$ cat src/logic/bsBertPkg.sv
`default_nettype none

package bsBertPkg;

    // **************************************************************************
    // Widths
    // **************************************************************************
    localparam int SampleWidth = 18;
    localparam int DacWidth = 14;
    localparam int AddrWidth = 13;
    localparam int RegWidth = 32;
    localparam int BusWidth = 16;
    localparam int ByteCount = RegWidth / 8;

    // Select field widths inside the control registers
    localparam int DacSelWidth = 3;
    localparam int RouteSelWidth = 4;

    // **************************************************************************
    // Byte address map
    // **************************************************************************
    localparam logic [AddrWidth-1:0] VersionAddr = AddrWidth'('h000);
    localparam logic [AddrWidth-1:0] DacSelectAddr = AddrWidth'('h004);
    localparam logic [AddrWidth-1:0] RouteSelectAddr = AddrWidth'('h008);

    // Lane i sits at LaneReadBase + 4*i
    localparam logic [AddrWidth-1:0] LaneReadBase = AddrWidth'('h010);

    // **************************************************************************
    // Select codes
    // **************************************************************************
    // Any other DAC source code falls back to channel 0
    localparam logic [DacSelWidth-1:0] SelCh0 = 3'd0;
    localparam logic [DacSelWidth-1:0] SelCh1 = 3'd1;

    // Unused router codes drive low
    localparam logic [RouteSelWidth-1:0] RouteCh0 = 4'd0;
    localparam logic [RouteSelWidth-1:0] RouteCh1 = 4'd2;
    localparam logic [RouteSelWidth-1:0] RouteCh0Alt = 4'd4;

    // Counts and reset values
    localparam int NumRouters = 5;
    localparam logic [DacWidth-1:0] DacMidscale = 14'h2000;

    // **************************************************************************
    // Types
    // **************************************************************************
    typedef logic signed [SampleWidth-1:0] sample_t;
    typedef logic [DacWidth-1:0] dacWord_t;

    // One recovered channel from a bit synchronizer
    typedef struct packed {
        logic    sampleEn;
        sample_t sample;
        logic    symClk;
        logic    symBit;
        logic    lock;
    } channel_t;

    // Processor write side
    typedef struct packed {
        logic [AddrWidth-1:0] addr;
        logic [RegWidth-1:0]  data;
        logic [ByteCount-1:0] byteWr;
    } busWrite_t;

    typedef logic [NumRouters-1:0][RouteSelWidth-1:0] routeSelect_t;

endpackage

`default_nettype wire

$ cat src/logic/busRegs.sv
`default_nettype none

module busRegs #(
    parameter int NumDacs = 3,
    parameter logic [bsBertPkg::RegWidth-1:0] VersionNumber = 415
) (
    input  logic                                          clk,
    input  logic                                          reset,
    input  logic                                          cs,
    input  bsBertPkg::busWrite_t                          busIn,
    output logic [NumDacs-1:0][bsBertPkg::DacSelWidth-1:0] dacSelect,
    output bsBertPkg::routeSelect_t                       routeSelect,
    output logic [bsBertPkg::RegWidth-1:0]                regReadData
);

    localparam int AW = bsBertPkg::AddrWidth;
    localparam int DSW = bsBertPkg::DacSelWidth;
    localparam int RSW = bsBertPkg::RouteSelWidth;

    // Registers are decoded on the 32-bit word address
    logic [AW-3:0] wordAddr;
    logic dacSelHit;
    logic routeSelHit;
    logic [bsBertPkg::RegWidth-1:0] dacSelWord;
    logic [bsBertPkg::RegWidth-1:0] routeSelWord;

    assign wordAddr = busIn.addr[AW-1:2];
    assign dacSelHit = cs && (wordAddr == bsBertPkg::DacSelectAddr[AW-1:2]);
    assign routeSelHit = cs && (wordAddr == bsBertPkg::RouteSelectAddr[AW-1:2]);

    // **************************************************************************
    // Byte-strobed writes
    // **************************************************************************
    always_ff @(posedge clk) begin
        if (reset) begin
            dacSelect <= '0;
            routeSelect <= '0;
        end else begin
            // One lane select per byte
            for (int i = 0; i < NumDacs; i++) begin
                if (dacSelHit && busIn.byteWr[i]) begin
                    dacSelect[i] <= busIn.data[8*i +: DSW];
                end
            end
            // Two router nibbles share a byte
            for (int j = 0; j < bsBertPkg::NumRouters; j++) begin
                if (routeSelHit && busIn.byteWr[(RSW*j)/8]) begin
                    routeSelect[j] <= busIn.data[RSW*j +: RSW];
                end
            end
        end
    end

    // **************************************************************************
    // Register readback
    // **************************************************************************
    always_comb begin
        dacSelWord = '0;
        for (int i = 0; i < NumDacs; i++) begin
            dacSelWord[8*i +: DSW] = dacSelect[i];
        end
    end

    always_comb begin
        routeSelWord = '0;
        for (int j = 0; j < bsBertPkg::NumRouters; j++) begin
            routeSelWord[RSW*j +: RSW] = routeSelect[j];
        end
    end

    always_comb begin
        case (wordAddr)
            bsBertPkg::VersionAddr[AW-1:2]: begin
                regReadData = VersionNumber;
            end
            bsBertPkg::DacSelectAddr[AW-1:2]: begin
                regReadData = dacSelWord;
            end
            bsBertPkg::RouteSelectAddr[AW-1:2]: begin
                regReadData = routeSelWord;
            end
            default: begin
                regReadData = '0;
            end
        endcase
    end

endmodule

`default_nettype wire

$ cat src/logic/dacLane.sv
`default_nettype none

module dacLane (
    input  logic                               clk,
    input  logic                               reset,
    input  logic [bsBertPkg::DacSelWidth-1:0]  select,
    input  bsBertPkg::channel_t                ch0,
    input  bsBertPkg::channel_t                ch1,
    output bsBertPkg::sample_t                 heldSample,
    output bsBertPkg::dacWord_t                dacWord
);

    localparam int SW = bsBertPkg::SampleWidth;
    localparam int DW = bsBertPkg::DacWidth;

    bsBertPkg::sample_t srcSample;
    logic srcEn;
    bsBertPkg::sample_t pickSample;
    logic pickEn;

    // Unknown source codes behave as channel 0
    always_comb begin
        case (select)
            bsBertPkg::SelCh0: begin
                srcSample = ch0.sample;
                srcEn = ch0.sampleEn;
            end
            bsBertPkg::SelCh1: begin
                srcSample = ch1.sample;
                srcEn = ch1.sampleEn;
            end
            default: begin
                srcSample = ch0.sample;
                srcEn = ch0.sampleEn;
            end
        endcase
    end

    // Stage 1 register the chosen channel
    always_ff @(posedge clk) begin
        pickSample <= srcSample;
        if (reset) begin
            pickEn <= 1'b0;
        end else begin
            pickEn <= srcEn;
        end
    end

    // Stage 2 holds the latest sample in place of the interpolator
    // Stage 3 keeps the top bits and flips the sign for offset binary
    always_ff @(posedge clk) begin
        if (reset) begin
            heldSample <= '0;
            dacWord <= bsBertPkg::DacMidscale;
        end else begin
            if (pickEn) begin
                heldSample <= pickSample;
            end
            dacWord <= {~heldSample[SW-1], heldSample[SW-2 -: DW-1]};
        end
    end

endmodule

`default_nettype wire

$ cat src/logic/readbackMux.sv
`default_nettype none

module readbackMux #(
    parameter int NumDacs = 3
) (
    input  logic                                  cs,
    input  logic                                  rd,
    input  logic [bsBertPkg::AddrWidth-1:0]       addr,
    input  logic [bsBertPkg::RegWidth-1:0]        regReadData,
    input  bsBertPkg::sample_t [NumDacs-1:0]      heldSamples,
    output logic [bsBertPkg::BusWidth-1:0]        readData,
    output logic                                  readDataEn
);

    localparam int AW = bsBertPkg::AddrWidth;
    localparam int RW = bsBertPkg::RegWidth;
    localparam int SW = bsBertPkg::SampleWidth;
    localparam int BW = bsBertPkg::BusWidth;

    logic [RW-1:0] readWord;

    // **************************************************************************
    // Register space or lane readback
    // **************************************************************************
    always_comb begin
        logic [AW-1:0] laneAddr;
        readWord = regReadData;
        for (int i = 0; i < NumDacs; i++) begin
            laneAddr = bsBertPkg::LaneReadBase + AW'(4 * i);
            if (addr[AW-1:2] == laneAddr[AW-1:2]) begin
                // Held sample sign-extended to the full register
                readWord = {{(RW-SW){heldSamples[i][SW-1]}}, heldSamples[i]};
            end
        end
    end

    // **************************************************************************
    // Half-word select and read enable
    // **************************************************************************
    assign readDataEn = cs & rd;

    always_comb begin
        if (!readDataEn) begin
            readData = '0;
        end else if (addr[1]) begin
            readData = readWord[RW-1 -: BW];
        end else begin
            readData = readWord[BW-1:0];
        end
    end

endmodule

`default_nettype wire

$ cat src/logic/outputRouter.sv
`default_nettype none

module outputRouter (
    input  bsBertPkg::routeSelect_t                routeSelect,
    input  bsBertPkg::channel_t                    ch0,
    input  bsBertPkg::channel_t                    ch1,
    output logic [bsBertPkg::NumRouters-1:0]       routeClk,
    output logic [bsBertPkg::NumRouters-1:0]       routeData,
    output logic                                   ch0Lockn,
    output logic                                   ch1Lockn
);

    // **************************************************************************
    // Clock and data routers
    // **************************************************************************
    // Router order
    //   0 bitsync coax, 1 bitsync RS422, 2 encoder coax,
    //   3 framesync, 4 framesync RS422
    always_comb begin
        for (int j = 0; j < bsBertPkg::NumRouters; j++) begin
            case (routeSelect[j])
                bsBertPkg::RouteCh0,
                bsBertPkg::RouteCh0Alt: begin
                    routeClk[j] = ch0.symClk;
                    routeData[j] = ch0.symBit;
                end
                bsBertPkg::RouteCh1: begin
                    routeClk[j] = ch1.symClk;
                    routeData[j] = ch1.symBit;
                end
                default: begin
                    // Decoder, BERT and PN sources are not fitted
                    routeClk[j] = 1'b0;
                    routeData[j] = 1'b0;
                end
            endcase
        end
    end

    // **************************************************************************
    // Lock indicators
    // **************************************************************************
    // LEDs are active low
    assign ch0Lockn = ~ch0.lock;
    assign ch1Lockn = ~ch1.lock;

endmodule

`default_nettype wire

$ cat src/logic/bsBertTop.sv
`default_nettype none

module bsBertTop #(
    parameter int NumDacs = 3,
    parameter logic [bsBertPkg::RegWidth-1:0] VersionNumber = 415
) (
    input  logic                                   clk,
    input  logic                                   reset,
    input  bsBertPkg::channel_t                    ch0,
    input  bsBertPkg::channel_t                    ch1,
    input  bsBertPkg::busWrite_t                   busIn,
    input  logic                                   cs,
    input  logic                                   rd,
    output bsBertPkg::dacWord_t [NumDacs-1:0]      dacData,
    output logic                                   dacClk,
    output logic                                   bsClk,
    output logic                                   bsData,
    output logic                                   bsDiffClk,
    output logic                                   bsDiffData,
    output logic                                   encClk,
    output logic                                   encData,
    output logic                                   fsClk,
    output logic                                   fsData,
    output logic                                   fsDiffClk,
    output logic                                   fsDiffData,
    output logic                                   ch0Lockn,
    output logic                                   ch1Lockn,
    output logic [bsBertPkg::BusWidth-1:0]         readData,
    output logic                                   readDataEn
);

    logic [NumDacs-1:0][bsBertPkg::DacSelWidth-1:0] dacSelect;
    bsBertPkg::routeSelect_t routeSelect;
    logic [bsBertPkg::RegWidth-1:0] regReadData;
    bsBertPkg::sample_t [NumDacs-1:0] heldSamples;
    logic [bsBertPkg::NumRouters-1:0] routeClk;
    logic [bsBertPkg::NumRouters-1:0] routeData;

    // **************************************************************************
    // Control registers
    // **************************************************************************
    busRegs #(
        .NumDacs(NumDacs),
        .VersionNumber(VersionNumber)
    ) regs (
        .clk(clk),
        .reset(reset),
        .cs(cs),
        .busIn(busIn),
        .dacSelect(dacSelect),
        .routeSelect(routeSelect),
        .regReadData(regReadData)
    );

    // **************************************************************************
    // DAC lanes
    // **************************************************************************
    for (genvar i = 0; i < NumDacs; i++) begin : gLane
        dacLane lane (
            .clk(clk),
            .reset(reset),
            .select(dacSelect[i]),
            .ch0(ch0),
            .ch1(ch1),
            .heldSample(heldSamples[i]),
            .dacWord(dacData[i])
        );
    end

    // DACs run straight off the system clock
    assign dacClk = clk;

    // **************************************************************************
    // Clock and data outputs
    // **************************************************************************
    outputRouter router (
        .routeSelect(routeSelect),
        .ch0(ch0),
        .ch1(ch1),
        .routeClk(routeClk),
        .routeData(routeData),
        .ch0Lockn(ch0Lockn),
        .ch1Lockn(ch1Lockn)
    );

    assign bsClk = routeClk[0];
    assign bsData = routeData[0];
    assign bsDiffClk = routeClk[1];
    assign bsDiffData = routeData[1];
    assign encClk = routeClk[2];
    assign encData = routeData[2];
    assign fsClk = routeClk[3];
    assign fsData = routeData[3];
    assign fsDiffClk = routeClk[4];
    assign fsDiffData = routeData[4];

    // **************************************************************************
    // Processor read data
    // **************************************************************************
    readbackMux #(
        .NumDacs(NumDacs)
    ) readMux (
        .cs(cs),
        .rd(rd),
        .addr(busIn.addr),
        .regReadData(regReadData),
        .heldSamples(heldSamples),
        .readData(readData),
        .readDataEn(readDataEn)
    );

endmodule

`default_nettype wire

$ cat config.mk
export PLATFORM = sky130hd
export DESIGN_NAME = bsBertTop
export DESIGN_NICKNAME = d
export VERILOG_FILES = /design/src/logic/bsBertPkg.sv /design/src/logic/busRegs.sv /design/src/logic/dacLane.sv /design/src/logic/readbackMux.sv /design/src/logic/outputRouter.sv /design/src/logic/bsBertTop.sv
export SDC_FILE = /design/constraint.sdc
export NUM_CORES = 1
export LEC_CHECK = 0
export BUFFER_PORTS_ARGS = -buffer_cell sky130_fd_sc_hd__buf_4
export CAP_MARGIN = 15
export CORE_MARGIN = 2
export CORE_UTILIZATION = 45
export CTS_CLUSTER_DIAMETER = 200
export DETAILED_ROUTE_END_ITERATION = 16
export PLACE_DENSITY = 0.68
export SETUP_SLACK_MARGIN = 0.05
export SYNTH_ARGS = -nofsm -noshare
export SYNTH_HDL_FRONTEND = slang
export SYNTH_HIERARCHICAL = 1
export SYNTH_SLANG_ARGS = --single-unit
export TNS_END_PERCENT = 10
$ cat constraint.sdc
create_clock -name clk -period 3.85 [get_ports clk]
set_input_delay 0.385 -clock clk [delete_from_list [all_inputs] [get_ports clk]]
set_output_delay 0.385 -clock clk [all_outputs]
set_load 0.01 [all_outputs]
==> flow_metrics.py, run 1 <==
metrics = {
    "routing": {
        "drcViolationCount": 0,
        "post_drt_via_cell_ratio": 5.08,
        "vias": 5713,
        "wl_per_cell_um": 16.8,
        "wl_um": 18900,
        "first_iter_violations": 333,
        "first_pass_iters": 5,
        "final_antenna_net_count": 0,
    },
    "worst_setup_path": {
        "required_ps": 3460,
        "criticalPathCategory": "input pin to output pin",
        "cp_max_fo": 16,
        "cp-start-kind": "input pin",
        "path_common_cell": "buf_4",
        "endpoint_kind": "output pin",
        "crit_slowest_cell": "or4b_1",
        "path_cells": "buf_4 -> or4b_1 -> or3_1 -> o31a_1 -> a32oi_1 -> buf_4",
        "arrival_ps": 2830,
        "critPathMaxStageDelay_ps": 610,
    },
    "grt": {
        "grt_max_degree": 97,
        "grt_pass1_wl_um": 29100,
        "antenna_found_initial": 0,
        "grt_pass1_vias": 5461,
        "grtUsageTotal_pct": 20.4,
        "grt-ovfl-total": 0,
    },
    "timing": {
        "slew_headroom_pct": 45.1,
        "rsz0062_at_grt": "no",
        "holdWs_ps": 90.5,
        "max_freq_mhz": 311,
        "hold_viol": 0,
        "fin_worst_skew_ps": 8.64,
        "fin_setup_tns_ps": 0,
        "setup_viol": 0,
        "report.final.slew_viol_count": 0,
        "fin_crit_sh_pct": 83.5,
        "worst_slew_pin_slew_ps": 823,
        "period_minus_slack_ps": 3210,
    },
    "finish": {
        "fillCellCount": 1523,
        "nNetsFinal": 983,
        "antenna_cells": 0,
        "syn_to_final_growth_pct": 23.6,
        "register_area_um2": 3640,
        "drive_above_1_share_pct": 30.0,
        "multi_input_area_um2": 3930,
    },
    "synth": {
        "ys_warn_count": 6,
        "synth_cells": 749,
        "synth_edf_count": 0,
        "synth.distinct_cells": 42,
        "netlist_area_um2": 7950,
        "avgSynthCellArea_um2": 10.6,
        "yosysSeqAreaShare_pct": 45.8,
        "ys.flop_type": "dfxtp_1",
        "synth.ff_latch_count": 182,
        "synthArstFlopShare_pct": 0,
    },
    "die": {
        "ios": 169,
        "fp.dieW_um": 137,
        "core_region_area_um2": 17300,
        "die-area_um2": 18700,
        "start_util_pct": 46.0,
        "die_y_um": 137,
        "rows": 48,
    },
    "placed_design": {
        "io_buffers": 154,
        "dp_hpwl_um": 12800,
        "gp_congestion": 0.817,
    },
    "cts": {
        "cts_tree": "yes",
        "cts_resized": 0,
        "clk_latency_ps": 540,
        "post-cts-setup-buffers": 0,
        "cts_hold_buf": 0,
        "clkTransAtPathRegs_ps": 60,
    },
    "power_and_ir_drop": {
        "p_leak_uw": 0.00396,
        "power.density_nw_per_um2": 436,
        "ir_worst_vdd_mv": 0.385,
    },
    "flow_run": {
        "drv_cap": 0,
    },
    "worst_hold_path": {
        "hold_path.class": "input pin to flip-flop",
    },
    "outcome": {
        "outcome": "finished clean",
    },
}
## cell usage in the layout, fill, tap and decap left out, types with 2 or more instances in the layout
master      netlist  final
conb_1            1     12
nand4b_1          6      6
dfxtp_1         182    182
nand3_1          16     16
nand3b_1         10     10
or4_4             2      2
mux2i_1         102    102
nand2b_1         74     74
buf_4            19    168
inv_8             0      2
mux2_2           29     29
or4_1             3      3
a32oi_1          16     16
nor2b_1          45     45
a21oi_1           4      4
clkinvlp_4        0      2
o22ai_1          15     15
nand2_1          19     19
nor4_4            3      3
nor4_2            2      2
a21o_1            4      4
mux2_4           27     27
inv_1             8      8
and2_1           10     10
a211oi_1         10     10
or3_1             2      2
clkinv_4          0      4
clkbuf_16         0     20
nor3_1            3      3
o2bb2ai_1        16     16
a22oi_1           5      5
clkbuf_8          0      5
nor3b_4           0      3
nor2_1           60     60
## cells by family after synthesis
kind of cell	synth area share (%)
and+or+nand+nor	19.3
AOI/OAI and AO/OA	7.27
buffers and inverters	5.48
other	0.0472
DFF	45.8
muxes	22.0
## through the flow
stage,total power [uW],worst slack [ps],cell area (um2),std cells,utilization (%)
detailed placement,2440,719,9150,1089,52.9
global placement,2430,717,9150,1089,52.9
CTS,4330,717,9830,1124,56.8
global route,4450,584,9830,1124,56.8
finish,4280,636,9830,1124,56.8
floorplan,2270,1180,7990,760,-
## cells in the mapped netlist, types with 10 or more instances
| cell type | instances | area, um2 |
|---|---|---|
| mux2_4 | 27 | 405 |
| nand3b_1 | 10 | 75.1 |
| nor2_1 | 60 | 225 |
| nor2b_1 | 45 | 282 |
| nand2_1 | 19 | 71.3 |
| a32oi_1 | 16 | 140 |
| dfxtp_1 | 182 | 3640 |
| and2_1 | 10 | 62.6 |
| clkbuf_1 | 30 | 113 |
| o2bb2ai_1 | 16 | 140 |
| mux2_2 | 29 | 327 |
| a211oi_1 | 10 | 75.1 |
| buf_4 | 19 | 143 |
| nand3_1 | 16 | 80.1 |
| mux2i_1 | 102 | 1020 |
| o22ai_1 | 15 | 93.8 |
| nand2b_1 | 74 | 463 |
## critical path, delay by kind of cell
family	cells	cell delay (ps)
buffers and inverters	2	300
AND/OR/NAND/NOR	2	1200
AO/OA/AOI/OAI	2	930
## sequential cells by signal (all words and copies together), names as in the netlist
signal,cells
gLane.lane/pickEn,3
gLane.lane/dacWord,42
regs/routeSelect,20
regs/dacSelect,9
gLane.lane/heldSample,54
gLane.lane/pickSample,54
## final timing paths
path	startpoint	cells past startpoint	slack (ps)	to
worst max-delay path	busIn[45]	6	640	readData[12]
worst min-delay path	ch0[5]	2	90	gLane[1].lane/pickSample[2]$_DFF_P_
worst max register to register	gLane[1].lane/pickEn$_SDFF_PP0_	3	2360	gLane[1].lane/heldSample[17]$_SDFFE_PP0P_
worst min register to register	gLane[0].lane/heldSample[17]$_SDFFE_PP0P_	1	430	gLane[0].lane/dacWord[13]$_SDFF_PP1_
## final cells by class
cell class | instances | area share [%]
multi-input cells | 506 | 40.0
clock buffers | 26 | 5.87
flip-flops and latches | 182 | 37.1
well taps | 225 | 2.86
clock inverters | 10 | 1.13
inverters | 8 | 0.306
repair buffers | 167 | 12.8
## metal layers
layer / global-route usage (%) / share of wire [%] / vias up
met1: 27.8 / 48 / 2685
met3: 4.56 / 4.8 / 19
met4: 6.82 / 1.4 / 0
li1: - / - / 2863
met2: 32.2 / 46 / 146
met5: 0 / 0 / -
## power breakdown
group          switching [uW]  internal, uW  total (uW)  leakage [uW]
Combinational             182           199         380       0.00212
Clock                     772          1140        1910      0.000335
Sequential               34.6          1960        1990       0.00150
(Power assumes the default switching activity.)
==> inputs of run 2 (changes only) <==
- PLACE_DENSITY: 0.68 -> 0.7
- clock period: 3.85 -> 2.93 ns (I/O delays scaled with it)
==> flow_metrics.py, run 2 (synthesized netlist as in run 1, its figures left out) <==
metrics = {
    "worst_setup_path": {
        "cp-start-kind": "input pin",
        "r2r_slack_ps": 800,
        "timing.rr.start": "regs/dacSelect[0]$_SDFFE_PP0P_",
        "endpoint_kind": "output pin",
        "cp-startpoint": "busIn[47]",
        "criticalPathCategory": "input pin to output pin",
        "path_cells": "buf_4 -> or4_4 -> buf_4 -> nor4_1 -> buf_4 -> and2_1 -> nand2_1 -> a32oi_1 -> buf_4",
        "reg2regPathDepth": 4,
        "crit_slowest_cell": "or4_4",
        "critPathMaxStageDelay_ps": 500,
        "arrival_ps": 2390,
        "required_ps": 2640,
        "rr_endpoint": "gLane[0].lane/pickSample[3]$_DFF_P_",
        "cp_max_fo": 8,
        "path_common_cell": "buf_4",
        "crit_path_end": "readData[15]",
    },
    "timing": {
        "slew_headroom_pct": 44.2,
        "rsz0062_at_grt": "no",
        "worst_slew_pin_slew_ps": 830,
        "report.final.slew_viol_count": 0,
        "setup_viol": 0,
        "fin_crit_sh_pct": 91.5,
        "fin_worst_skew_ps": 7.82,
        "hold_viol": 0,
        "period_minus_slack_ps": 2680,
        "max_freq_mhz": 373,
        "fin_setup_tns_ps": 0,
    },
    "worst_hold_path": {
        "hold_path.class": "input pin to flip-flop",
        "hold_path_startpoint": "busIn[11]",
    },
    "die": {
        "die-area_um2": 18700,
        "start_util_pct": 46.0,
        "ios": 169,
        "rows": 48,
        "fp.dieW_um": 137,
        "die_y_um": 137,
        "core_region_area_um2": 17300,
    },
    "placed_design": {
        "io_buffers": 154,
        "dpl.cell_count": 1097,
        "dp_hpwl_um": 13400,
        "gp_congestion": 0.819,
    },
    "grt": {
        "grtUsageTotal_pct": 22.3,
        "grt_pass1_vias": 6197,
        "grt_pass1_wl_um": 31500,
        "grt-ovfl-total": 0,
        "grt_max_degree": 73,
        "antenna_found_initial": 0,
    },
    "routing": {
        "first_iter_violations": 244,
        "wl_um": 20300,
        "wl_per_cell_um": 17.1,
        "drcViolationCount": 0,
        "final_antenna_net_count": 0,
        "post_drt_via_cell_ratio": 5.08,
        "vias": 6048,
        "first_pass_iters": 5,
    },
    "finish": {
        "fillCellCount": 1448,
        "final_common_cell": "dfxtp_1",
        "reg_top3": "gLane.lane/heldSample (54), gLane.lane/pickSample (54), gLane.lane/dacWord (42)",
        "antenna_cells": 0,
        "final_util_pct": 60.9,
        "instances_no_fill": 1190,
        "final_cell_mix": "dfxtp_1 (182), buf_4 (173), mux2i_1 (102)",
        "drive_above_1_share_pct": 28.9,
        "nNetsFinal": 1049,
        "syn_to_final_growth_pct": 32.4,
    },
    "power_and_ir_drop": {
        "p_seq_share_pct": 45.2,
        "power.density_nw_per_um2": 549,
        "switching_share_pct": 23.8,
        "combPwrFrac_pct": 10.0,
        "ir_worst_vdd_mv": 0.425,
        "internal_power_uw": 4410,
        "netSwitchingPower_uw": 1370,
        "p_leak_uw": 0.00425,
        "clkPwrFrac_pct": 44.8,
    },
    "outcome": {
        "outcome": "finished clean",
    },
    "flow_run": {
        "drv_cap": 0,
    },
    "cts": {
        "post-cts-setup-buffers": 0,
        "clkTransAtPathRegs_ps": 70,
        "cts_tree": "yes",
        "clk_latency_ps": 550,
    },
}
-- run 2: cell types whose count changed in the layout (fill, tap and decap cells not counted), sizes merged --
cell / change
clkbuf: -3
clkinvlp: +1
inv: +4
buf: +8
bufinv: +1
clkinv: -3
dlygate4sd3: +58
-- run 2: cell type report --
cell class	count	area, um2	area share [%]
Clock buffer	23	536	5.09
Tap cell	225	282	2.67
Timing Repair Buffer	233	1930	18.4
Multi-Input combinational cell	506	3950	37.5
Sequential cell	182	3640	34.6
Inverter	8	30.0	0.285
Clock inverter	13	160	1.52
-- run 2: metal layers --
metal / GRT usage, % / vias to the layer above / share of wire [%]
met5: 0 / - / 0
met2: 39.2 / 130 / 51
li1: - / 2999 / -
met3: 4.33 / 27 / 4.1
met1: 26.7 / 2892 / 43
met4: 8.59 / 0 / 1.4
-- run 2: how the worst min path moves through the flow --
stage / endpoint / slack, ps / cells past startpoint
6_report: regs/routeSelect[7]$_SDFFE_PP0P_ / 20 / 3
2_1_floorplan: gLane[0].lane/dacWord[0]$_SDFF_PP0_ / 360 / 1
4_1_cts: regs/routeSelect[7]$_SDFFE_PP0P_ / 4 / 3
3_3_place_gp: dacClk / 380 / 1
5_1_grt: regs/routeSelect[19]$_SDFFE_PP0P_ / 7 / 3
3_5_place_dp: dacClk / 380 / 1
-- run 2: through the flow --
stage / power, uW / setup WS, ps / cell area [um2] / hold slack (ps)
after floorplan: 2980 / 444 / 7990 / 365
after global placement: 3200 / 271 / 9250 / 385
after detailed placement: 3210 / 285 / 9250 / 385
after CTS: 5810 / 273 / 10500 / 3.62
after global routing: 5980 / 171 / 10500 / 7.43
final: 5780 / 249 / 10500 / 20.4
-- run 2: power by group through the flow --
stage	Sequential, uW	Combinational (uW)	Clock [uW]
2_1_floorplan	2660	289	28.1
3_3_place_gp	2670	504	28.1
3_5_place_dp	2670	511	28.1
4_1_cts	2610	577	2630
5_1_grt	2620	626	2740
6_report	2610	580	2590
-- run 2: what timing repair did --
item	4_1_cts	5_1_grt
hold endpoints to repair	58	0
resized for setup	1	0
setup endpoints to repair	2	0
hold buffers	58	0
-- run 2: critical path: cells and delay by family --
family,cells,cell delay (ps)
and+or+nand+nor,4,920
buffers and inverters,4,730
AOI/OAI and AO/OA,1,430
==> inputs of run 3 (changes only) <==
- CORE_ASPECT_RATIO: default -> 1.25
- CTS_CLUSTER_SIZE: default -> 40
==> flow_metrics.py, run 3 (synthesized netlist as in run 1, its figures left out) <==
metrics = {
    "finish": {
        "final_common_cell": "dfxtp_1",
        "final_cell_mix": "dfxtp_1 (182), buf_4 (174), mux2i_1 (102)",
        "reg_top3": "gLane.lane/heldSample (54), gLane.lane/pickSample (54), gLane.lane/dacWord (42)",
        "syn_to_final_growth_pct": 31.4,
        "nNetsFinal": 1043,
        "drive_above_1_share_pct": 28.9,
        "instances_no_fill": 1183,
        "antenna_cells": 0,
    },
    "worst_hold_path": {
        "hold_path.class": "input pin to flip-flop",
        "hold_end": "gLane[0].lane/pickSample[0]$_DFF_P_",
        "hold_depth": 2,
        "hold_path_startpoint": "ch0[3]",
    },
    "routing": {
        "vias": 5865,
        "drcViolationCount": 0,
        "final_antenna_net_count": 0,
        "wl_um": 19700,
        "first_iter_violations": 308,
        "wl_per_cell_um": 16.6,
        "first_pass_iters": 5,
        "post_drt_via_cell_ratio": 4.96,
    },
    "grt": {
        "grt-ovfl-total": 0,
        "grt_pass1_wl_um": 30500,
        "antenna_found_initial": 0,
        "grtUsageTotal_pct": 21.4,
        "grt_max_degree": 71,
        "grt_pass1_vias": 5873,
    },
    "worst_setup_path": {
        "crit_slowest_cell": "or4b_1",
        "r2r_slack_ps": 930,
        "required_ps": 2640,
        "path_cells": "buf_4 -> or4b_1 -> or3_1 -> o31a_1 -> a32oi_1 -> buf_4",
        "path_common_cell": "buf_4",
        "endpoint_kind": "output pin",
        "rr_endpoint": "gLane[2].lane/pickSample[0]$_DFF_P_",
        "cp-start-kind": "input pin",
        "critPathMaxStageDelay_ps": 610,
        "arrival_ps": 2430,
        "reg2regPathDepth": 4,
        "timing.rr.start": "regs/dacSelect[6]$_SDFFE_PP0P_",
        "cp_max_fo": 15,
        "criticalPathCategory": "input pin to output pin",
    },
    "power_and_ir_drop": {
        "power_uw": 5760,
        "power.density_nw_per_um2": 552,
        "p_leak_uw": 0.00422,
        "netSwitchingPower_uw": 1320,
        "clkPwrFrac_pct": 44.8,
        "switching_share_pct": 22.8,
        "internal_power_uw": 4450,
        "combPwrFrac_pct": 9.8,
        "ir_worst_vdd_mv": 0.462,
        "p_seq_share_pct": 45.4,
    },
    "die": {
        "rows": 54,
        "fp.dieW_um": 123,
        "core_region_area_um2": 17400,
        "die-area_um2": 18800,
        "ios": 169,
        "start_util_pct": 45.8,
        "die_y_um": 153,
    },
    "cts": {
        "clkTransAtPathRegs_ps": 60,
        "cts_tree": "yes",
        "clk_latency_ps": 540,
    },
    "timing": {
        "max_freq_mhz": 367,
        "hold_viol": 0,
        "fin_setup_tns_ps": 0,
        "setup_viol": 0,
        "slew_headroom_pct": 50.3,
        "period_minus_slack_ps": 2730,
        "fin_crit_sh_pct": 93.1,
        "rsz0062_at_grt": "no",
        "worst_slew_pin_slew_ps": 739,
        "report.final.slew_viol_count": 0,
        "fin_worst_skew_ps": 13.6,
    },
    "placed_design": {
        "gp_congestion": 0.813,
        "dp_hpwl_um": 13300,
        "io_buffers": 154,
        "dpl.cell_count": 1095,
    },
    "flow_run": {
        "drv_cap": 0,
    },
    "outcome": {
        "outcome": "finished clean",
    },
}
run 3: power by group through the flow:
stage               combinational, uW  clock, uW  sequential, uW
floorplan                         289       28.1            2660
global placement                  499       28.1            2670
detailed placement                505       28.1            2670
CTS                               564       2620            2620
global route                      611       2710            2630
finish                            565       2580            2620
run 3: final cells by class:
cell class                      instances  area [um2]
Clock buffer                           23         526
Clock inverter                         13         169
Fill cell                            1453        6920
Inverter                                8        30.0
Multi-Input combinational cell        506        3950
Sequential cell                       182        3640
Tap cell                              224         280
Timing Repair Buffer                  227        1850
run 3: worst max-delay path: cells and delay by family:
kind / cells / cell delay, ps
AOI/OAI and AO/OA: 2 / 840
and+or+nand+nor: 2 / 1000
buffers and inverters: 2 / 300
run 3: worst max-delay path by stage:
stage,startpoint,endpoint,depth (start not counted)
4_1_cts,gLane[0].lane/heldSample[17]$_SDFFE_PP0P_,readData[14],5
2_1_floorplan,busIn[44],readData[0],8
3_5_place_dp,busIn[47],readData[3],8
5_1_grt,busIn[45],readData[9],6
3_3_place_gp,busIn[47],readData[3],8
6_report,busIn[45],readData[6],6
run 3: repair_timing:
item	CTS	global route
endpoints found under the hold margin	53	0
gates resized for setup	0	1
hold buffers	53	0
setup endpoints to repair	0	1
buffers inserted	0	0
run 3: per-stage QoR:
step | worst slack, ps | utilization [%] | area, um2 | hold WS (ps)
after floorplan | 444 | - | 7990 | 365
after global placement | 229 | 53.1 | 9220 | 385
after detailed placement | 229 | 53.1 | 9220 | 385
after CTS | 196 | 60.1 | 10400 | 2.19
after global routing | 113 | 60.1 | 10400 | 3.71
final | 203 | 60.1 | 10400 | 19.3
run 3: per-layer routing:
layer	vias to the layer above	share of wire, %	track usage, %
li1	2981	-	-
met1	2722	45	26.3
met2	131	49	36.0
met3	31	3.4	3.71
met4	0	2.6	9.58
met5	-	0	0
